<file path="config.mk">
export PLATFORM = sky130hd
export DESIGN_NAME = beat_tracker
export DESIGN_NICKNAME = d
export VERILOG_FILES = /design/src/hdl/dma_pkg.sv /design/src/hdl/beat_tracker.sv
export SDC_FILE = /design/constraint.sdc
export NUM_CORES = 1
export LEC_CHECK = 0
export CAP_MARGIN = 40
export CORE_MARGIN = 2
export CORE_UTILIZATION = 50
export CTS_CLUSTER_SIZE = 14
export DETAILED_ROUTE_END_ITERATION = 10
export DONT_BUFFER_PORTS = 1
export PLACE_DENSITY = 0.68
export SYNTH_ARGS = -nofsm -noshare
export SYNTH_HDL_FRONTEND = slang
export SYNTH_SLANG_ARGS = --single-unit
</file>
<file path="constraint.sdc">
create_clock -name clk -period 3.55 [get_ports clk]
set_input_delay 0.5325 -clock clk [delete_from_list [all_inputs] [get_ports clk]]
set_output_delay 0.5325 -clock clk [all_outputs]
set_load 0.03 [all_outputs]
</file>
<file path="src/hdl/dma_pkg.sv">
`default_nettype none

package dma_pkg;

  localparam int addr_w          = 64;
  localparam int data_w          = 512;
  localparam int cnt_w           = 32;
  localparam int log2_beat_bytes = 6;   // 64-byte bus beat
  localparam int queue_depth     = 4;
  localparam int queue_ptr_w     = $clog2(queue_depth);
  localparam int queue_cnt_w     = $clog2(queue_depth + 1);

  typedef enum logic [1:0] {
    mode_read  = 2'd1,
    mode_write = 2'd2
  } dma_mode_e;

  // common three-state walk of request generators and beat trackers
  typedef enum logic [1:0] {
    st_idle = 2'd0,
    st_run  = 2'd1,
    st_done = 2'd2
  } fsm_state_e;

  typedef struct packed {
    dma_mode_e         mode;
    logic [addr_w-1:0] ext_addr;    // byte address
    logic [cnt_w-1:0]  len;         // beats per segment
    logic [cnt_w-1:0]  seg_stride;  // in bus words
    logic [cnt_w-1:0]  seg_count;
  } dma_desc_t;

  typedef struct packed {
    logic [addr_w-1:0] addr;
    logic [cnt_w-1:0]  len;         // beats minus one
  } burst_req_t;

  typedef struct packed {
    logic [cnt_w-1:0] len;
    logic [cnt_w-1:0] seg_count;
  } job_t;

endpackage

`default_nettype wire

</file>
<file path="src/hdl/beat_tracker.sv">
`default_nettype none

module beat_tracker import dma_pkg::*; #(
  parameter type payload_t = logic
) (
  input  logic     clk,
  input  logic     arst_n,
  input  job_t     job,
  input  logic     job_valid,
  output logic     job_ready,
  input  payload_t src_data,
  input  logic     src_valid,
  output logic     src_ready,
  output payload_t dst_data,
  output logic     dst_valid,
  input  logic     dst_ready,
  output logic     last
);

  fsm_state_e       state;
  logic [cnt_w-1:0] seg_len;
  logic [cnt_w-1:0] seg_count;
  logic [cnt_w-1:0] beat_idx;   // beat within segment
  logic [cnt_w-1:0] seg_idx;
  logic             running;
  logic             beat_fire;
  logic             seg_end;

  assign job_ready = (state == st_idle);
  assign running   = (state == st_run);
  assign last      = (state == st_done);

  assign dst_data  = src_data;
  assign dst_valid = src_valid & running;
  assign src_ready = dst_ready & running;
  assign beat_fire = src_valid & dst_ready & running;
  assign seg_end   = (beat_idx == seg_len - 1'b1);

  always_ff @(posedge clk) begin
    if (job_valid && job_ready) begin
      seg_len   <= job.len;
      seg_count <= job.seg_count;
    end
  end

  always_ff @(posedge clk or negedge arst_n) begin
    if (!arst_n) begin
      state    <= st_idle;
      beat_idx <= '0;
      seg_idx  <= '0;
    end else begin
      case (state)
        st_idle: begin
          beat_idx <= '0;
          seg_idx  <= '0;
          if (job_valid)
            state <= st_run;
        end
        st_run: begin
          if (beat_fire) begin
            beat_idx <= seg_end ? '0 : beat_idx + 1'b1;
            if (seg_end) begin
              seg_idx <= seg_idx + 1'b1;
              if (seg_idx == seg_count - 1'b1)
                state <= st_done;
            end
          end
        end
        default: state <= st_idle;
      endcase
    end
  end

endmodule

`default_nettype wire

</file>
After elaboration in Yosys (flattened, before gate mapping)
Cells that the tools add are included.

word-level totals
  register bits = 130
  input port bits = 70
  output and inout bits = 5
  word-level logic and storage cells = 38

operators by class
  add/sub/neg operators = 4
  equal/unequal tests = 8
  multiplexer cells = 11
  bitwise operators = 4
  reduce and logical (&&, ||, !) cells = 6

operator list
  kind                                                                  number
  32-bit two-way mux                                                    4
  32-bit case mux with 2 select lines                                   2
  32-bit by 1-bit adder with 32-bit output, second input constant       2
  32-bit == test                                                        2
  32-bit by 1-bit subtractor with 32-bit output, second input constant  2
  2-bit two-way mux                                                     4
  2-bit by 1-bit != test with 1-bit output, second input constant       3
  1-bit bitwise AND                                                     4
  2-bit case mux with 2 select lines                                    1
  4-bit AND reduction                                                   1
  3-bit AND reduction                                                   1
  2-bit by 1-bit == test with 1-bit output, second input constant       1
  2-bit == test, second input constant                                  1
  2-bit logical NOT                                                     1
  2-bit != test, second input constant                                  1
  2-bit AND reduction                                                   1
  2-bit nonzero test                                                    1
  1-bit logical AND                                                     1

Longest topological paths before layout
  depth after elaboration = 6
  mapped depth = 14
  depth with buffers taken out = 11

Worst setup path after synthesis
No wires, ideal clock.

  path kind = flip-flop to flip-flop
  start point = register seg_len[4]
  end point = register seg_idx[29]
  library setup time = 0.078 ns
  arrival = 3.621 ns
  required time = 3.472 ns
  slack = -0.149 ns
  cell stages (with the launch flop) = 13
  buffers on the path = 3
  clock period less this slack = 3.699 ns
  cell sequence = edfxtp_1 buf_4 or4_1 buf_2 or4_4 or4_1 o41ai_1 o31ai_1 nor4_4 nor2_1 buf_2 or4_1 a21oi_1

on the way
  longest elaborated chain between the ends = 4

RTL lines
  element                                                    line                text
  from (decl)                                                beat_tracker.sv:21  logic [cnt_w-1:0] seg_len;
  from (signal assigned)                                     beat_tracker.sv:41  seg_len <= job.len;
  32-bit by 1-bit subtractor with 32-bit output              beat_tracker.sv:37  assign seg_end = (beat_idx == seg_len - 1'b1);
  32-bit == test                                             beat_tracker.sv:37
  2-bit by 1-bit != test with 1-bit output (no source line)  n/a
  3-bit AND reduction (no source line)                       n/a
  to (signal assigned)                                       beat_tracker.sv:63  seg_idx <= seg_idx + 1'b1;
  to (decl)                                                  beat_tracker.sv:24  logic [cnt_w-1:0] seg_idx;

Every way passes these cells.
A chain may end at the register's enable or synchronous reset.

Final worst setup path
  start point = register seg_len[4]
  end point = register seg_idx[20]

The elaborated chain is that of the path after synthesis.

==> reports/summary.txt <==
outcome = finished, violations left
violated checks = negative setup slack
Tcrit/Tclk final = 100%
Hold Vio Cnt, Final = 0
CP delay by family, top = simple AND/OR/NAND/NOR gates
Worst-Margin Slew = 0.747 ns
Top FF cell, synth = dfrtp_1
critical path type = register to register
Post-synth top cells = dfrtp_1 (66), edfxtp_1 (64), nor2_1 (55)
Synth Instances = 841
Setup violations, final = 3
Top Metal Used = met4
Arr. time, crit path = 3.91 ns
CTS tree = yes
worst-skew pair later-pin latency = 0.42 ns
pin count of the biggest net entering global routing = 67
Synth Warn # = 0
maximum vdd drop = 0.367 mV
WL met3 = 820 um
Crit path buffers/inverters = 2
Longest Clk Path Bufs = 2
CP Launch Type = register
I/O pin count = 75
CTS sink cnt = 130
die height = 130 um
grt total ovfl = 0
Min-Delay Path Depth = 0
CP max stage delay = 0.61 ns
Layout Skew = 0.00814 ns
layout cells sized above 1 = 18.5%
dpl ws = -0.247 ns
DR WL/cell = 19.0 um
Post-Synthesis Cell Area = 0.00796 mm2
count leader, synth = dfrtp_1
Final WS setup = -0.0148 ns
Peak Freq = 281 MHz
DRC = 0
Hold Crit Endpoint = seg_count[31]
fin. max-slew vios = 0
Async SR Flop Fraction = 50.8%
HPWL Detailed = 15500 um
total detailed-routing wirelength = 21800 um
via count = 7064
Global Route Usage Sum = 26.4%
core footprint = 0.0157 mm2
first-pass GRT wire length = 34700 um
hold crit path type = input pin to register
total power = 3.52 mW
worst reg2reg setup slack = -0.01 ns
Register-to-Register Path Depth = 11
root buf cell = clkbuf_16
sw power = 0.839 mW
Worst path slowest cell = or4_4
die area = 0.0169 mm2
sequential power share = 46.2%
origin of the worst setup path = seg_len[4]
vias in the first global route = 7011
RR Startpoint = seg_len[4]
Leakage = 3.69 nW
Design Area, Final = 0.00974 mm2
Post-synth EDFFs = 64
CP Data Required Time = 3.89 ns
routed length on met2 = 11300 um
H-Tree Depth = 4
Hold Path Origin = job[31]
Via density = 6.16
Clock power frac = 49.9%
Seq/Total Area, Yosys = 44.9%
Synth Net Count = 915
Final #Nets = 992
Synth top area share = 24.2%
Cell Chain, Critical Path = or4_4 > or4_4 > buf_6 > o21ai_4 > o211ai_1 > a211o_1 > nor4_4 > buf_6 > nor2_4 > or4_1 > a21oi_1
Max-Cap Viols = 0
Ant. Diodes = 0
area leader, netlist = edfxtp_1
initial DRC count = 571
Power Internal = 2.68 mW
final-layout fill cell count = 1272
worst rel slew slack = 50.2%
RSZ-0062 raised after global routing = true
Sw Share = 23.8%
Post-DRT Antenna Nets = 0
Worst Path Max Fanout = 16
reg2reg end = seg_idx[20]
CTS Buf Count = 17
initial antenna violation count = 0
worst hold margin = 0.201 ns
Critical Path End Type = register
Routability Congestion = 0.893
DIE WIDTH = 130 um
M1 WL = 9010 um
P per Cell Area = 361 mW/mm2
initial core utilization = 50.6%
I/O Buffers = 0
TritonRoute pass-1 iters = 5
Final min period = 3.56 ns
syn avg cell area = 9.46 um2
Area after DPL = 0.00869 mm2
Area Overhead vs Synth = 22.5%
top area cells in the synthesized netlist = edfxtp_1 (24%), dfrtp_1 (21%), xnor2_1 (4.8%), xor2_1 (4.7%), o21ai_0 (2.9%)
combinational fraction of design power = 3.9%
synth unique cells = 67
number of synthesized register bits = 130
Clock transition at path regs = 0.06 ns
Rows = 46
registers in the layout (all words and copies together), names as in the netlist:
signal and count:
seg_idx 32, state 2, seg_count 32, beat_idx 32, seg_len 32
power by group through the flow:
stage                     clock network, mW  logic, mW  registers [mW]
final                                  1.75      0.138            1.63
after global routing                   1.85      0.155            1.63
after CTS                              1.78      0.133            1.63
after detailed placement                  0      0.108            1.65
after global placement                    0      0.102            1.65
after floorplan                           0     0.0800            1.64
kinds of logic (layout without fill, tap and decap cells):
| logic type | Yosys count | in the layout | synth area share (%) |
|---|---|---|---|
| simple gates | 368 | 371 | 25.8 |
| compound gates | 184 | 184 | 14.9 |
| xor+xnor | 88 | 88 | 9.86 |
| flops | 130 | 130 | 44.9 |
| fa+ha+maj | 4 | 4 | 0.629 |
| buf+inv | 61 | 148 | 3.07 |
| mux | 6 | 6 | 0.786 |
per-layer routing:
metal,vias up,global-route usage (%)
li1,3354,-
met1,3450,30.6
met2,215,47.9
met3,45,5.58
met4,0,10.2
met5,-,0
stage by stage:
step / cells / util, % / setup TNS [ns]
3_3_place_gp: 1093 / 55.2 / -3.12
6_report: 1147 / 62.0 / -0.0430
4_1_cts: 1138 / 60.2 / 0
2_1_floorplan: 841 / - / 0
3_5_place_dp: 1094 / 55.3 / -9.16
5_1_grt: 1147 / 62.0 / -2.86
worst max-delay path by stage:
stage	to	cells past startpoint
after floorplan	seg_idx[29]	11
after global placement	beat_idx[15]	11
after detailed placement	seg_idx[9]	11
after CTS	seg_idx[28]	13
after global routing	seg_idx[9]	13
final	seg_idx[20]	11
area by class of cell:
cell class                      count  area [um2]  share of cell area (%)
Timing Repair Buffer               91         783                    8.04
Multi-Input combinational cell    653        4430                    45.5
Inverter                           25        93.8                   0.963
Clock buffer                       18         450                    4.62
Clock inverter                     14         141                    1.45
Tap cell                          216         270                    2.77
Sequential cell                   130        3570                    36.7
timing repair:
item                                   4_1_cts  5_1_grt
cloned                                       2        1
buffers inserted                             8        8
gates resized for setup                     14       52
hold buffers                                 2        0
pin swaps                                    8        6
endpoints found under the hold margin       66        0
setup endpoints to repair                   62       65
placed cells by master (no fill, tap or decap), drive strengths merged, types with 23 or more instances in the layout:
cell    Yosys  final
xnor2      44     44
nor2       55     57
nor3       36     36
a21oi      45     45
buf         8     90
xor2       43     43
dfrtp      66     66
nand3      45     45
edfxtp     64     64
or4        26     27
inv        25     32
nand2      53     53
or3        23     23
o21ai      48     48
nor4       25     25
(Power assumes the default switching activity.)
