===== config.mk =====
export PLATFORM = sky130hd
export DESIGN_NAME = dma_dispatch
export DESIGN_NICKNAME = d
export VERILOG_FILES = /design/src/hdl/dma_pkg.sv /design/src/hdl/dma_queue.sv /design/src/hdl/dma_dispatch.sv
export SDC_FILE = /design/constraint.sdc
export NUM_CORES = 1
export LEC_CHECK = 0
export BUFFER_PORTS_ARGS = -buffer_cell sky130_fd_sc_hd__buf_2
export CELL_PAD_IN_SITES_DETAIL_PLACEMENT = 1
export CELL_PAD_IN_SITES_GLOBAL_PLACEMENT = 2
export CORE_MARGIN = 2
export CORE_UTILIZATION = 45
export DETAILED_ROUTE_END_ITERATION = 8
export HOLD_SLACK_MARGIN = 0.05
export PLACE_DENSITY = 0.84
export SLEW_MARGIN = 0
export SYNTH_ARGS = -nofsm -noshare
export SYNTH_HDL_FRONTEND = slang
export SYNTH_SLANG_ARGS = --single-unit

===== constraint.sdc =====
create_clock -name clk -period 6.55 [get_ports clk]
set_input_delay 0.655 -clock clk [delete_from_list [all_inputs] [get_ports clk]]
set_output_delay 0.655 -clock clk [all_outputs]
set_load 0.02 [all_outputs]

===== src/hdl/dma_pkg.sv =====
`default_nettype none

package dma_pkg;

  localparam int addr_w          = 64;
  localparam int data_w          = 512;
  localparam int cnt_w           = 32;
  localparam int log2_beat_bytes = 6;   // 64-byte bus beat
  localparam int queue_depth     = 4;
  localparam int queue_ptr_w     = $clog2(queue_depth);
  localparam int queue_cnt_w     = $clog2(queue_depth + 1);

  typedef enum logic [1:0] {
    mode_read  = 2'd1,
    mode_write = 2'd2
  } dma_mode_e;

  // common three-state walk of request generators and beat trackers
  typedef enum logic [1:0] {
    st_idle = 2'd0,
    st_run  = 2'd1,
    st_done = 2'd2
  } fsm_state_e;

  typedef struct packed {
    dma_mode_e         mode;
    logic [addr_w-1:0] ext_addr;    // byte address
    logic [cnt_w-1:0]  len;         // beats per segment
    logic [cnt_w-1:0]  seg_stride;  // in bus words
    logic [cnt_w-1:0]  seg_count;
  } dma_desc_t;

  typedef struct packed {
    logic [addr_w-1:0] addr;
    logic [cnt_w-1:0]  len;         // beats minus one
  } burst_req_t;

  typedef struct packed {
    logic [cnt_w-1:0] len;
    logic [cnt_w-1:0] seg_count;
  } job_t;

endpackage

`default_nettype wire


===== src/hdl/dma_queue.sv =====
`default_nettype none

module dma_queue import dma_pkg::*; #(
  parameter type payload_t = logic
) (
  input  logic     clk,
  input  logic     arst_n,
  input  payload_t in_data,
  input  logic     in_valid,
  output logic     in_ready,
  output payload_t out_data,
  output logic     out_valid,
  input  logic     out_ready,
  output logic     almost_full
);

  payload_t               mem [queue_depth];
  logic [queue_ptr_w-1:0] rd_ptr;
  logic [queue_ptr_w-1:0] wr_ptr;
  logic [queue_cnt_w-1:0] count;
  logic                   push;
  logic                   pop;

  assign in_ready    = (count != queue_cnt_w'(queue_depth));
  assign out_valid   = (count != '0);
  assign almost_full = (count >= queue_cnt_w'(queue_depth - 1));  // one free slot or less
  assign out_data    = mem[rd_ptr];

  assign push = in_valid & in_ready;
  assign pop  = out_valid & out_ready;

  always_ff @(posedge clk) begin
    if (push)
      mem[wr_ptr] <= in_data;
  end

  always_ff @(posedge clk or negedge arst_n) begin
    if (!arst_n) begin
      rd_ptr <= '0;
      wr_ptr <= '0;
      count  <= '0;
    end else begin
      if (push)
        wr_ptr <= (wr_ptr == queue_ptr_w'(queue_depth - 1)) ? '0 : wr_ptr + 1'b1;
      if (pop)
        rd_ptr <= (rd_ptr == queue_ptr_w'(queue_depth - 1)) ? '0 : rd_ptr + 1'b1;
      count <= count + queue_cnt_w'(push) - queue_cnt_w'(pop);
    end
  end

endmodule

`default_nettype wire


===== src/hdl/dma_dispatch.sv =====
`default_nettype none

module dma_dispatch import dma_pkg::*; (
  input  logic      clk,
  input  logic      arst_n,
  input  logic      start,
  input  dma_desc_t cmd,
  output logic      queue_wr_ready,
  output dma_desc_t rd_desc,
  output logic      rd_desc_valid,
  input  logic      rd_desc_ready,
  output dma_desc_t wr_desc,
  output logic      wr_desc_valid,
  input  logic      wr_desc_ready,
  output job_t      rd_job,
  output logic      rd_job_valid,
  input  logic      rd_job_ready,
  output job_t      wr_job,
  output logic      wr_job_valid,
  input  logic      wr_job_ready
);

  logic      start_q;
  logic      start_pulse;
  logic      almost_full;
  dma_desc_t head;
  logic      head_valid;
  logic      head_ready;
  logic      head_rd;
  logic      head_wr;
  job_t      head_job;
  logic      rd_jobq_ready;
  logic      wr_jobq_ready;

  // edge register, then pulse register
  always_ff @(posedge clk or negedge arst_n) begin
    if (!arst_n) begin
      start_q     <= 1'b0;
      start_pulse <= 1'b0;
    end else begin
      start_q     <= start;
      start_pulse <= start & ~start_q;
    end
  end

  assign queue_wr_ready = ~almost_full;

  // a push into a full queue is lost; queue_wr_ready warns the host early
  dma_queue #(.payload_t(dma_desc_t)) u_desc_q (
    .clk(clk), .arst_n(arst_n),
    .in_data(cmd), .in_valid(start_pulse), .in_ready(),
    .out_data(head), .out_valid(head_valid), .out_ready(head_ready),
    .almost_full(almost_full)
  );

  assign head_rd  = head_valid & (head.mode == mode_read);
  assign head_wr  = head_valid & (head.mode == mode_write);
  assign head_job = '{len: head.len, seg_count: head.seg_count};

  // generator and job queue take the head in the same cycle
  assign rd_desc       = head;
  assign wr_desc       = head;
  assign rd_desc_valid = head_rd & rd_jobq_ready;
  assign wr_desc_valid = head_wr & wr_jobq_ready;

  assign head_ready = (head_rd & rd_desc_ready & rd_jobq_ready) |
                      (head_wr & wr_desc_ready & wr_jobq_ready) |
                      (~head_rd & ~head_wr);  // unknown mode is dropped

  dma_queue #(.payload_t(job_t)) u_rd_job_q (
    .clk(clk), .arst_n(arst_n),
    .in_data(head_job), .in_valid(head_rd & rd_desc_ready), .in_ready(rd_jobq_ready),
    .out_data(rd_job), .out_valid(rd_job_valid), .out_ready(rd_job_ready),
    .almost_full()
  );

  dma_queue #(.payload_t(job_t)) u_wr_job_q (
    .clk(clk), .arst_n(arst_n),
    .in_data(head_job), .in_valid(head_wr & wr_desc_ready), .in_ready(wr_jobq_ready),
    .out_data(wr_job), .out_valid(wr_job_valid), .out_ready(wr_job_ready),
    .almost_full()
  );

endmodule

`default_nettype wire


# --- Yosys cells after proc, flatten, opt, wreduce, memory -nomap -nowiden ---
# Memory sizes are Yosys's and may differ from the RTL's.
# Index checks and enable logic that the tools add are counted.
totals:
  register_bits: 23
  latch_bits: 0
  ram_bits: 1160
  mem_bits_ro: 0
  out_inout_bits: 457
  elab_cells: 73
  memories: 3
classes:
  add_sub_neg: 12
  multipliers: 0
  div: 0
  magnitude_cmp: 1
  n_eq_ne: 11
  shift: 0
  mux: 12
  bitwise: 20
  reduce_logical: 3
mem_list:
  columns: ["name", "words", "width", "rd", "rd_clocked_by_memory_dff", "write_ports", "line_no", "source"]
  rows:
  - ["u_desc_q.mem", 4, 162, 1, 0, 1, "dma_queue.sv:17", "payload_t mem [queue_depth];"]
  - ["u_rd_job_q.mem", 4, 64, 1, 0, 1, "dma_queue.sv:17", null]
  - ["u_wr_job_q.mem", 4, 64, 1, 0, 1, "dma_queue.sv:17", null]
ops:
  columns: ["op", "count"]
  rows:
  - ["1-bit AND", 14]
  - ["2-bit == test (second input constant)", 7]
  - ["2-bit by 1-bit adder with 2-bit output (second input constant)", 6]
  - ["2-bit two-way mux", 6]
  - ["3-bit by 1-bit adder with 3-bit output", 3]
  - ["3-bit inequality test (second input constant)", 3]
  - ["3-bit nonzero test", 3]
  - ["3-bit by 1-bit subtractor with 3-bit output", 3]
  - ["1-bit two-way mux", 6]
  - ["1-bit NOT", 4]
  - ["3-bit by 2-bit greater-or-equal comparator with 1-bit output (second input constant)", 1]
  - ["2-bit by 1-bit == test with 1-bit output (second input constant)", 1]
  - ["1-bit bitwise OR", 2]

# --- Logic depth before layout (Yosys ltp) ---
# An unclocked memory read counts as a cell.
logic_depth:
  ltp_word: 9
  ltp_mapped: 10
  mapped_depth_nobuf: 9

# --- Modules after synthesis ---
# From an unflattened synthesis, not the netlist that was laid out.
unflattened:
  cells_unflattened: 1813
  area_unflattened_um2: 44483.9
by_module_without_submodules:
  columns: ["module", "n_inst", "cells_per_inst", "area_per_inst_um2"]
  rows:
  - ["dma_queue (u_desc_q)", 1, 887, 23781.6]
  - ["dma_queue (u_rd_job_q ...)", 2, 375, 9676.8]
  - ["dma_dispatch", 1, 176, 1348.8]

# --- Worst setup path after synthesis ---
# OpenSTA, ideal clock, no wires.
synth_timing:
  path_kind: "flip-flop to flip-flop"
  startpoint: "reg u_desc_q.count[1]"
  endpoint: "mem u_desc_q.mem[0][0] in the netlist's numbering (enable)"
  setup_time_ns: 0.541
  t_arrival_ns: 4.444
  required_ns: 6.009
  setup_slack_ns: 1.565
  path_stages_with_launch: 3
  n_path_buf: 0
  path_cell_list: "dfrtp_1 -> o31a_1 -> and2_1"
synth_between:
  elab_chain_cells: 4
synth_lines:
  columns: ["item", "line_no", "source"]
  rows:
  - ["start, declared", "dma_queue.sv:20", "logic [queue_cnt_w-1:0] count;"]
  - ["start signal, assigned", "dma_queue.sv:47", "count <= count + queue_cnt_w'(push) - queue_cnt_w'(pop);"]
  - ["3-bit inequality test", "dma_queue.sv:24", "assign in_ready = (count != queue_cnt_w'(queue_depth));"]
  - ["1-bit AND", "dma_queue.sv:29", "assign push = in_valid & in_ready;"]
  - ["named net u_desc_q.push", "dma_queue.sv:21", "logic push;"]
  - ["1-bit two-way mux", "dma_queue.sv:33", "if (push)"]
  - ["1-bit two-way mux (implied by the code)", "dma_queue.sv:34", "mem[wr_ptr] <= in_data;"]
  - ["end, declared", "dma_queue.sv:17", null]
# The timed path passes the listed nets, and every way through them passes these cells.

==> reports/results.ini <==
[critical_path]
cp-end-kind=output pin
cp_max_fo=87
critPathRequiredTime_ns=5.89
crit_type=reg2out
r2r_setup_slack_ns=2.69
startpoint_type=flip-flop
crit_arrival_ns=3.63

[grt]
overflow=0
grt_usage_pct=20.5
grt_pass1_wl_um=151000
grt_pass1_vias=22129
antenna_found_initial=24
grt_max_degree=129

[sta]
fmax_mhz=233
whs_ns=0.157
fin_setup_tns_ns=0
finalSetupViolCount=0
min_period_over_period_pct=65.5
clock_skew_ns=0.0315
tightest_slew_ns=1.18
slew_headroom_pct=21.1
maxSlewViolCount=0
hold_viol_final=0
period_minus_slack_ns=4.29
rsz0062_at_grt=no

[route]
highest_layer=met5
wirelength_um=103000
wl_met2_um=53400
wl_per_cell_um=27.5
drc=0
vias=20280
wl_met3_um=7060
first_pass_iters=5
drt_iter0_drc=1474
met1Wirelength_um=39900
drtAntennaViolNets=0
vias_per_cell=5.42

[die]
ios=626
die_h_um=318
die-width_um=318
die_area_mm2=0.101
core_mm2=0.0980
rows=115
start_util_pct=45.2

[run_status]
status=complete, no violations

[finish]
area_growth_pct=16.6
fill_cells=8584
regArea_mm2=0.0354
drive_gt1_share_pct=46.1
final_area_mm2=0.0517
multiInputGateArea_mm2=0.00735
final_nets=2540

[cts]
htree_levels=3
postCtsResizedCells=0
cts_root_buffer=clkbuf_16
cts_tree=done
cts_sinks=1183
path_clk_slew_ns=0.06
clkLatencyLatePin_ns=0.71
postCtsSetupRepairBufs=0
max-clock-path-buffers=3
cts_buffers=119

[placed_design]
dpl.hpwl_um=63900
routabilityCongestion=0.728
port_buffers=625
placed_area_mm2=0.0478

[worst_hold_path]
hold_class=in2reg

[flow_run]
maxCapViolations=0

[power]
vdd_drop_max_uv=371
powerDensity_mw_per_mm2=499
leakage_nw=17.5
total_power_mw=25.8

[synth]
syn-instance-count=1806
synth.area.top_cells=edfxtp_1 (79%), mux4_2 (15%), buf_4 (2.7%)
postSynthAreaPerCell_um2=24.5
yosysUniqueCellTypes=34
seq_area_frac_synth_pct=79.9
synth-async-reset-ratio_pct=1.94
ys_warn_count=0
synth_nets=2000
synth_edf_count=1160
yosys_register_bits=1183
ys.flop_type=edfxtp_1
synth.most_common_cell=edfxtp_1
synthesis.area_mm2=0.0443
ys_top_cells_by_count=edfxtp_1 (1160), mux4_2 (289), buf_4 (162), buf_2 (28), clkbuf_1 (26)
synth_top_area_share_pct=78.6
synth_top_area_cell=edfxtp_1

## area by class of cell
class,count,area share (%)
sequential,1183,68.6
timing repair buffer,646,6.51
clock inverter,74,1.46
clock buffer,144,5.94
inverter,22,0.160
antenna,9,0.0436
multi-input combinational,374,14.2
tap,1287,3.12
## cells in the final DEF, fill, tap and decap left out, types with 12 or more instances in the layout
cell type / instances
mux4_2: 289
clkinv_2: 16
edfxtp_1: 1160
dfrtp_1: 17
clkbuf_1: 25
clkinv_1: 32
and2_4: 12
buf_4: 13
buf_2: 625
clkbuf_16: 119
inv_1: 22
ha_1: 22
bufinv_16: 13
## logic make-up after synthesis
kind of cell | count (synthesis) | share of synthesized area [%]
AOI/OAI and AO/OA | 8 | 0.175
xor gates and xnor gates | 5 | 0.0988
adders and majority gates | 25 | 0.757
buffers and inverters | 249 | 3.59
DFF | 1183 | 79.9
muxes | 298 | 15.0
and+or+nand+nor | 38 | 0.511
## path summary, 6_finish.rpt
kind	from	end	cells past startpoint
max in group asynchronous	arst_n	u_rd_job_q.rd_ptr[1]	2
worst max-delay path	u_desc_q.rd_ptr[1]	rd_desc[95]	4
worst min register to register	start_q	start_pulse	1
worst min-delay path	cmd[92]	u_desc_q.mem[1][92]	1
worst max register to register	u_desc_q.rd_ptr[0]	u_wr_job_q.mem[1][61]	5
min in group asynchronous	arst_n	u_wr_job_q.rd_ptr[1]	2
## worst max-delay path, stage by stage (launching register included)
cell	delay [ns]
dfrtp_4	0.86
buf_12	0.55
buf_4	0.68
mux4_2	0.57
buf_2	0.23
## stage by stage
step / utilization, % / cells / worst slack, ns
after floorplan: - / 1806 / 1.56
after global placement: 48.8 / 3510 / 2.75
after detailed placement: 48.8 / 3510 / 2.66
after CTS: 52.7 / 3730 / 2.14
after global routing: 52.7 / 3732 / 2.05
final: 52.7 / 3739 / 2.26
## power by group
group	internal (mW)	leakage [nW]	switching, mW
clock	3.84	1.86	2.80
sequential	9.77	10.8	0.473
combinational	3.09	4.90	5.82
total	16.7	17.5	9.09
## metal layers
metal | global-route usage, % | up-vias
met3 | 5.18 | 156
li1 | - | 8498
met1 | 25.2 | 10830
met4 | 6.28 | 24
met5 | 0 | -
met2 | 35.6 | 772
## repair_timing
item	4_1_cts	5_1_grt
hold buffers	2	0
setup endpoints to repair	0	0
hold endpoints to repair	24	0
## flip-flops by register name, indices dropped and copies added, names as in the netlist
name and flops:
u_desc_q.mem 648, start_q 1, u_rd_job_q.wr_ptr 2, u_wr_job_q.count 3
u_wr_job_q.rd_ptr 2, u_wr_job_q.wr_ptr 2, u_rd_job_q.count 3, u_rd_job_q.mem 256
u_desc_q.count 3, u_rd_job_q.rd_ptr 2, u_desc_q.rd_ptr 2, u_wr_job_q.mem 256
start_pulse 1, u_desc_q.wr_ptr 2
Note: power is estimated with default switching activity, not from simulation.
