==> config.mk <==
export PLATFORM = sky130hd
export DESIGN_NAME = burst_req_gen
export DESIGN_NICKNAME = d
export VERILOG_FILES = /design/src/hdl/dma_pkg.sv /design/src/hdl/burst_req_gen.sv
export SDC_FILE = /design/constraint.sdc
export NUM_CORES = 1
export LEC_CHECK = 0
export ABC_AREA = 1
export BUFFER_PORTS_ARGS = -buffer_cell sky130_fd_sc_hd__buf_4
export CELL_PAD_IN_SITES_DETAIL_PLACEMENT = 0
export CELL_PAD_IN_SITES_GLOBAL_PLACEMENT = 1
export CORE_UTILIZATION = 46
export DETAILED_ROUTE_END_ITERATION = 6
export PLACE_DENSITY = 0.88
export SLEW_MARGIN = 10
export SYNTH_ARGS = -nofsm -noshare
export SYNTH_HDL_FRONTEND = slang
export SYNTH_SLANG_ARGS = --single-unit
==> constraint.sdc <==
create_clock -name clk -period 14.3 [get_ports clk]
set_input_delay 3.575 -clock clk [delete_from_list [all_inputs] [get_ports clk]]
set_output_delay 3.575 -clock clk [all_outputs]
set_load 0.005 [all_outputs]
==> src/hdl/dma_pkg.sv <==
`default_nettype none

package dma_pkg;

  localparam int addr_w          = 64;
  localparam int data_w          = 512;
  localparam int cnt_w           = 32;
  localparam int log2_beat_bytes = 6;   // 64-byte bus beat
  localparam int queue_depth     = 4;
  localparam int queue_ptr_w     = $clog2(queue_depth);
  localparam int queue_cnt_w     = $clog2(queue_depth + 1);

  typedef enum logic [1:0] {
    mode_read  = 2'd1,
    mode_write = 2'd2
  } dma_mode_e;

  // common three-state walk of request generators and beat trackers
  typedef enum logic [1:0] {
    st_idle = 2'd0,
    st_run  = 2'd1,
    st_done = 2'd2
  } fsm_state_e;

  typedef struct packed {
    dma_mode_e         mode;
    logic [addr_w-1:0] ext_addr;    // byte address
    logic [cnt_w-1:0]  len;         // beats per segment
    logic [cnt_w-1:0]  seg_stride;  // in bus words
    logic [cnt_w-1:0]  seg_count;
  } dma_desc_t;

  typedef struct packed {
    logic [addr_w-1:0] addr;
    logic [cnt_w-1:0]  len;         // beats minus one
  } burst_req_t;

  typedef struct packed {
    logic [cnt_w-1:0] len;
    logic [cnt_w-1:0] seg_count;
  } job_t;

endpackage

`default_nettype wire

==> src/hdl/burst_req_gen.sv <==
`default_nettype none

module burst_req_gen import dma_pkg::*; (
  input  logic       clk,
  input  logic       arst_n,
  input  dma_desc_t  desc,
  input  logic       desc_valid,
  output logic       desc_ready,
  output burst_req_t req,
  output logic       req_valid,
  input  logic       req_ready
);

  fsm_state_e        state;
  logic [addr_w-1:0] base_addr;
  logic [addr_w-1:0] offset;      // word offset of current segment
  logic [cnt_w-1:0]  seg_len;
  logic [cnt_w-1:0]  seg_stride;
  logic [cnt_w-1:0]  seg_count;
  logic [cnt_w-1:0]  seg_idx;
  logic              desc_fire;
  logic              req_fire;
  logic              last_seg;

  assign desc_ready = (state == st_idle);
  assign req_valid  = (state == st_run);
  assign desc_fire  = desc_valid & desc_ready;
  assign req_fire   = req_valid & req_ready;
  assign last_seg   = (seg_idx == seg_count - 1'b1);

  assign req.addr = base_addr + (offset << log2_beat_bytes);
  assign req.len  = seg_len - 1'b1;

  always_ff @(posedge clk) begin
    if (desc_fire) begin
      base_addr  <= desc.ext_addr;
      seg_len    <= desc.len;
      seg_stride <= desc.seg_stride;
      seg_count  <= desc.seg_count;
    end
  end

  always_ff @(posedge clk or negedge arst_n) begin
    if (!arst_n) begin
      state   <= st_idle;
      seg_idx <= '0;
      offset  <= '0;
    end else begin
      case (state)
        st_idle: begin
          if (desc_fire) begin
            state   <= st_run;
            seg_idx <= '0;
            offset  <= '0;
          end
        end
        st_run: begin
          if (req_fire) begin
            seg_idx <= seg_idx + 1'b1;
            offset  <= offset + addr_w'(seg_stride);
            if (last_seg)
              state <= st_done;
          end
        end
        default: state <= st_idle;  // one cycle in done
      endcase
    end
  end

endmodule

`default_nettype wire

Word level (Yosys, flattened, before mapping)
Index checks and enable logic that the tools add are counted.

cells by class
  $add $sub $neg = 5
  $mul = 0
  div/mod/pow operators = 0
  magnitude comparators = 0
  equal/unequal tests = 5
  shift-type cells = 0
  mux-type cells = 10
  bitwise logic cells = 2
  reductions and logical operators = 4

operators with widths
  kind                   number
  $mux 64                2
  $pmux 64 s2            1
  $add 64x32->64         1
  $add 64x64->64         1
  $mux 32                2
  $pmux 32 s2            1
  $sub 32x1->32 const B  2
  $add 32x1->32 const B  1
  $eq 32x32->1           1
  $mux 2                 3
  $ne 2x1->1 const B     3
  $reduce_and 3->1       2
  $pmux 2 s2             1
  $and 1x1->1            2
  $eq 2x1->1 const B     1
  $logic_not 2->1        1
  $reduce_bool 2->1      1

word-level totals
  flip-flop bits (word level) = 258
  bits in latches = 0
  memory bits (writable) = 0
  memory bits (read-only) = 0
  logic and storage cells = 33
  memories kept = 0

Logic depth before layout (Yosys ltp)
Gate-level depths: netlist of the first run.

  word-level depth = 5
  depth in mapped cells = 16
  depth with buffers taken out = 16

Worst setup path before layout of the first run
No wires, ideal clock.

  path type = input port to flip-flop
  start point = input desc_valid
  end point = register base_addr[0] (enable)
  library setup time = 0.588 ns
  arrival = 8.335 ns
  required time = 13.712 ns
  slack = 5.377 ns
  cell stages on the path = 3
  path buffers = 1
  cell sequence = nand2_2 -> inv_1 -> buf_1

on the way
  word-level cells in the longest chain between the ends = 1

ends and longest elaborated chain
  element                 RTL line             RTL
  start: declaration      burst_req_gen.sv:7   input logic desc_valid,
  $and 1x1->1             burst_req_gen.sv:27  assign desc_fire = desc_valid & desc_ready;
  via desc_fire           burst_req_gen.sv:21  logic desc_fire;
  end signal: assignment  burst_req_gen.sv:36  base_addr <= desc.ext_addr;
  end: declaration        burst_req_gen.sv:15  logic [addr_w-1:0] base_addr;

The timed path passes the listed nets, and every way through them passes these cells.
A chain may end at the register's enable or synchronous reset.

==> results.md, run 1 <==
* Clock buffer depth at 3
* Cts hold-fix bufs at 0
* Critical-path top delay cell: a21oi_1
* Post-CTS setup buffers at 0
* FF-to-FF setup slack at 10910 ps
* Leakage at 9.82 nW
* Post-synth ARST share at roughly 37%
* Non-filler instance count after layout at 3237
* DIE AREA at ~40000 um2
* Syn-to-layout area delta at 19.4%
* HP Class: reg -> reg
* Starting Density at 47.1%
* Cts repair resizes at 0
* CP startpoint kind: register
* Ratio of final minimum period to clock period at 49.5%
* P_int at 1.81 mW
* Gate Count Post-Synth at 2431
* Slew margin rel. at 29.7%
* Final count of hold timing violations at 0
* Data arrival, critical path at 3500 ps
* P_sw at approximately 1.3 mW
* CTS tree: done
* Num Clock Sinks at between 200 and 300
* Global-route wire length before repair at a little under 90000 um
* Iteration-0 DRC Markers at 1129
* WL per Instance at between 15 and 20 um
* Clock-pin slew on the worst setup and hold paths at 50 ps
* Skew-Pair Late Insertion Delay at 590 ps
* Sequential power share at 30.1%
* Final hold slack at ~530 ps
* Most numerous cell in the Yosys netlist: nand2_1
* Vias in the first global route at 16300
* Post-Syn Area at 17900 um2
* Number of port buffers at about 260
* Setup Skew at 18.0 ps
* Achievable Freq at 141 MHz
* CP bufs+invs at 1
* I/O Pins at approximately 260
* Sw Share at 41.7%
* WP data required at 10720 ps
* Share of the synthesized area in the top cell type at 26.8%
* Share of cells above drive strength 1 at 12.4%
* Slew Viols, Final at 0
* Comb pwr share at 45.7%
* Crit path kind: reg -> out
* Setup TNS at 0 ps
* Main synth FF type: edfxtp_1
* Top cells by area, synth: edfxtp_1 27%, dfrtp_1 13%, nand2_1 12%
* Post-synth EDFFs at 160
* Post-synthesis sequential area ratio at between 30% and 40%
* DRT Wirelength at 57100 um
* Synth Warn # at 0
* RSZ-0062 raised after global routing: false
* Power Dens Cells at 145 nW/um2
* Outcome: finished, final reports clean
* Post-synth top area cell: edfxtp_1
* Min cycle time layout at 7070 ps
* FP Rows at 71
* Number of synthesized register bits at 252
* Vias at 17100
* Die height at 199 um
* # Max-Cap Violations at 0
* Setup violations, final at 0
* Critical path's top delay family: compound AO/OA/AOI/OAI gates
* Clock buffer count from CTS at 30
* FF/Latch Area at 7110 um2
* Detailed-route DRC error count at 0
* Footprint of the multi-input gates at roughly 9500 um2
* Overall Power at 3.11 mW
* Crit-path cells: ha_1, a21oi_1, nand2_1, a21oi_1, o21ai_0, nand3_1, nand2_1, nand2_1, nand2_1, xor2_1, buf_4
* FILL cells at 3714
* Gr ovfl total at 0
* DRT Pass-1 Iters at 5
* Routed vias/inst at 5.28
* Avg Cell Area, Syn at 7.37 um2
* Post-DRT Antenna Nets at 0
* Cell variety after synth at 44
* # placed instances at around 3200
* Final nets at 2963
* RD Place Congestion at 0.962
* Post-DP HPWL at 46300 um
* Synth Net Count at between 2000 and 3000
* CP max FO at 5
* H-tree depth at 1
* GRT Total Usage at 28.5%
* CP max stage delay at 470 ps
* Maximum vdd ir drop at approximately 0.10 mV
* Die X at 199 um
* Most instantiated cells after synthesis: 596 x nand2_1, 394 x nor2_1, 312 x inv_1
* Clk pwr share at 24.2%
* Slew @ Worst Pin at 1060 ps
* Root Buffer: clkbuf_16
* Core area at 38000 um2
* Largest net degree at the start of global routing at 102
* Most used cell, CP: nand2_1
* Worst Setup End Kind: primary output
* Initial antenna violation count at 0
[cells by family (layout without fill, tap and decap cells)]
| family | Yosys count | in the layout | share of synthesized area, % |
|---|---|---|---|
| other | 0 | 1 | 0 |
| AND/OR/NAND/NOR | 1276 | 1276 | 30.0 |
| buffers and inverters | 337 | 631 | 7.18 |
| adder cells (fa/ha/maj) | 94 | 94 | 6.65 |
| flip-flops | 252 | 252 | 39.7 |
| AO/OA/AOI/OAI | 358 | 358 | 11.0 |
| XOR/XNOR | 114 | 114 | 5.57 |
[power by group through the flow]
| stage | sequential [mW] | clock [mW] | combinational [mW] |
|---|---|---|---|
| global route | 0.945 | 0.788 | 1.58 |
| global placement | 0.943 | 0 | 1.39 |
| floorplan | 0.907 | 0 | 0.863 |
| detailed placement | 0.945 | 0 | 1.40 |
| finish | 0.935 | 0.752 | 1.42 |
| CTS | 0.933 | 0.767 | 1.41 |
[tightest hold or removal path, delay by kind of cell (launching register included)]
family        cells  cell delay [ps]
flops             1              380
simple gates      2              120
[layout make-up]
cell class	instances	share of cell area [%]
inverter	314	5.53
clock inverter	18	0.883
clock buffer	36	3.61
timing repair buffer	263	9.23
antenna	1	0.0117
tap	511	2.99
multi-input combinational	1842	44.5
sequential	252	33.2
[placed cells by master (no fill, tap or decap), types with 4 or more instances in the layout]
cell and instances:
o21bai_1 7, ha_1 92, o21ai_0 116, o21a_1 8, xor2_1 79, or2_2 5
dfrtp_1 92, clkbuf_16 30, nand4_1 46, xnor2_1 35, a21o_1 20, nor2_1 394
a21oi_1 161, clkinv_1 6, nor4_1 21, clkbuf_1 6, o21ai_1 4, a31oi_1 19
buf_4 263, inv_1 311, o31ai_1 5, nand2_1 596, a211oi_1 4, a21boi_0 4
nand3_1 125, nor2_2 7, o211ai_1 5, nand3b_1 12, nor3_1 49, clkinv_2 6
edfxtp_1 160
[state kept, by name, summed over array words and instances, names as in the netlist]
| register | flops |
|---|---|
| base_addr | 64 |
| offset | 58 |
| seg_count | 32 |
| seg_idx | 32 |
| seg_len | 32 |
| seg_stride | 32 |
| state | 2 |
[final timing paths]
kind,startpoint,end,depth (start not counted)
hold reg to reg,offset[18],offset[18],2
setup / recovery,offset[2],req[63],11
hold / removal,offset[18],offset[18],2
max in group asynchronous,arst_n,offset[39],2
min in group asynchronous,arst_n,state[1],1
setup reg to reg,state[1],base_addr[54],4
[per-stage QoR]
stage | area (um2) | utilization (%) | setup slack [ps]
floorplan | 17900 | - | 5380
global placement | 20400 | 53.7 | 7860
detailed placement | 20400 | 53.7 | 7790
CTS | 21400 | 56.3 | 7240
global route | 21400 | 56.3 | 7120
finish | 21400 | 56.3 | 7230
[per-layer routing]
metal	vias to the layer above	wire (um)	GRT usage [%]
li1	8594	-	-
met1	7896	26100	39.2
met2	526	26000	47.0
met3	73	3590	4.10
met4	0	1330	7.61
met5	-	0	0
Power figures use the tool's default switching activity.
==> run 2, diff against run 1 <==
--- a/config.mk
+++ b/config.mk
@@ -9,9 +9,9 @@
 export BUFFER_PORTS_ARGS = -buffer_cell sky130_fd_sc_hd__buf_4
 export CELL_PAD_IN_SITES_DETAIL_PLACEMENT = 0
 export CELL_PAD_IN_SITES_GLOBAL_PLACEMENT = 1
-export CORE_UTILIZATION = 46
+export CORE_UTILIZATION = 38
 export DETAILED_ROUTE_END_ITERATION = 6
-export PLACE_DENSITY = 0.88
+export PLACE_DENSITY = 0.78
 export SLEW_MARGIN = 10
 export SYNTH_ARGS = -nofsm -noshare
 export SYNTH_HDL_FRONTEND = slang
==> constraint.sdc (replaced) <==
create_clock -name clk -period 6.3 [get_ports clk]
set_input_delay 1.575 -clock clk [delete_from_list [all_inputs] [get_ports clk]]
set_output_delay 1.575 -clock clk [all_outputs]
set_load 0.005 [all_outputs]
==> run 2 against run 1 <==
Against the previous run: global-route usage down 4.1 points; die area up 21%; power up 130%; sequential cell count unchanged; wire length up 2.7%; critical endpoint unchanged.
==> results.md, run 2 (synthesis gave the netlist of run 1 again) <==
* Cts repair resizes at 0
* Number of port buffers at about 260
* Most frequent cells in the layout: 596 x nand2_1, 394 x nor2_1, 311 x inv_1
* Design area at 21600 um2
* Maximum vdd ir drop at 0.199 mV
* FILL cells at 4764
* Worst Setup End Kind: primary output
* Final worst slack at 1300 ps
* Final count of hold timing violations at 0
* H-tree depth at 1
* WP data required at 4720 ps
* Power Dens Cells at approximately 330 nW/um2
* Detailed-route DRC error count at 0
* DRT Pass-1 Iters at 5
* Syn-to-layout area delta at 20.5%
* Outcome: finished, final reports clean
* FP Rows at 79
* Die height at 219 um
* Post-CTS setup buffers at 0
* Root Buffer: clkbuf_16
* Final nets at ~3000
* Top Registers: base_addr x64, offset x58
* Core area at 46600 um2
* Clock buffer depth at 3
* Footprint of the multi-input gates at 9530 um2
* Clock-pin slew on the worst setup and hold paths at 60 ps
* Commonest non-fill, non-tap cell in the layout: nand2_1
* Achievable Freq at between 200 and 250 MHz
* CTS tree: done
* Setup TNS at 0 ps
* Gr ovfl total at 0
* Starting Density at 38.5%
* Vias in the first global route at approximately 17000
* Setup Skew at 9.11 ps
* Post-DP HPWL at 48300 um
* Data arrival, critical path at 3420 ps
* CP startpoint kind: register
* Cts hold-fix bufs at 0
* Die X at 219 um
* RD Place Congestion at 0.969
* Iteration-0 DRC Markers at roughly 1000
* Vias at 17200
* Ratio of final minimum period to clock period at 79.3%
* Placed Area at 20600 um2
* # Max-Cap Violations at 0
* Slew @ Worst Pin at between 900 and 1000 ps
* Clock buffer count from CTS at 31
* Slew margin rel. at 35.3%
* DRT Wirelength at just under 60000 um
* Post-DRT Antenna Nets at 0
* Global-route wire length before repair at 90200 um
* Min cycle time layout at 5000 ps
* I/O Pins at 264
* HP Class: reg -> reg
* WL per Instance at approximately 18 um
* Skew-Pair Late Insertion Delay at between 500 and 600 ps
* Leakage at 9.86 nW
* CP max FO at 5
* Crit path kind: reg -> out
* Share of cells above drive strength 1 at 12.5%
* RSZ-0062 raised after global routing: false
* Setup violations, final at 0
* Antenna diodes at 0
* Reg with most FFs: base_addr
* GRT Total Usage at 24.4%
* FF/Latch Area at 7110 um2
* DIE AREA at 48000 um2
* Slew Viols, Final at 0
* Initial antenna violation count at 0
* Num Clock Sinks at 252
* Dpl ws at 1940 ps
* Largest register FFs at 64
* Largest net degree at the start of global routing at 79
* Routed vias/inst at 5.15
[run 2: per-layer routing]
layer  vias up  GRT usage (%)  routed length, um
met4         0           8.66               2030
li1       8620              -                  -
met5         -              0                  0
met3        97           3.02               3060
met1      7969           33.0              27000
met2       478           40.1              26500
[run 2: final cells by class]
class / count / area share [%]
Clock buffer: 44 / 4.06
Clock inverter: 13 / 0.701
Inverter: 314 / 5.48
Multi-Input combinational cell: 1842 / 44.1
Sequential cell: 252 / 32.9
Tap cell: 607 / 3.52
Timing Repair Buffer: 264 / 9.23
[run 2: critical path: stages, from the launching register on]
cell and delay (ps):
dfrtp_1 420, ha_1 380, a21oi_1 170, nand2_1 110, a21oi_1 440, o21ai_0 260, nand3_1 120, nand2_1 170
nand2_1 100, nand2_1 160, xor2_1 340, buf_4 180
[run 2: worst paths after layout]
check,start,endpoint,slack [ps],cells after the start
min in group asynchronous,arst_n,offset[53],1020,1
max,offset[2],req[63],1300,11
min,offset[19],offset[19],540,2
max reg2reg,state[1],seg_idx[27],3210,9
max in group asynchronous,arst_n,offset[30],4140,2
min reg2reg,offset[19],offset[19],540,2
[run 2: report_power, final]
part           internal (mW)  leakage (nW)  switching, mW
combinational           1.21          6.81           1.99
clock                   1.09         0.501          0.710
sequential              1.91          2.55          0.222
[run 2: per-stage QoR]
stage	instances	util, %	hold slack, ps	total power, mW
2_1_floorplan	2431	-	483	4.02
3_3_place_gp	3279	44.2	516	5.30
3_5_place_dp	3279	44.2	522	5.33
4_1_cts	3336	46.4	542	7.16
5_1_grt	3336	46.4	570	7.64
6_report	3336	46.4	540	7.12
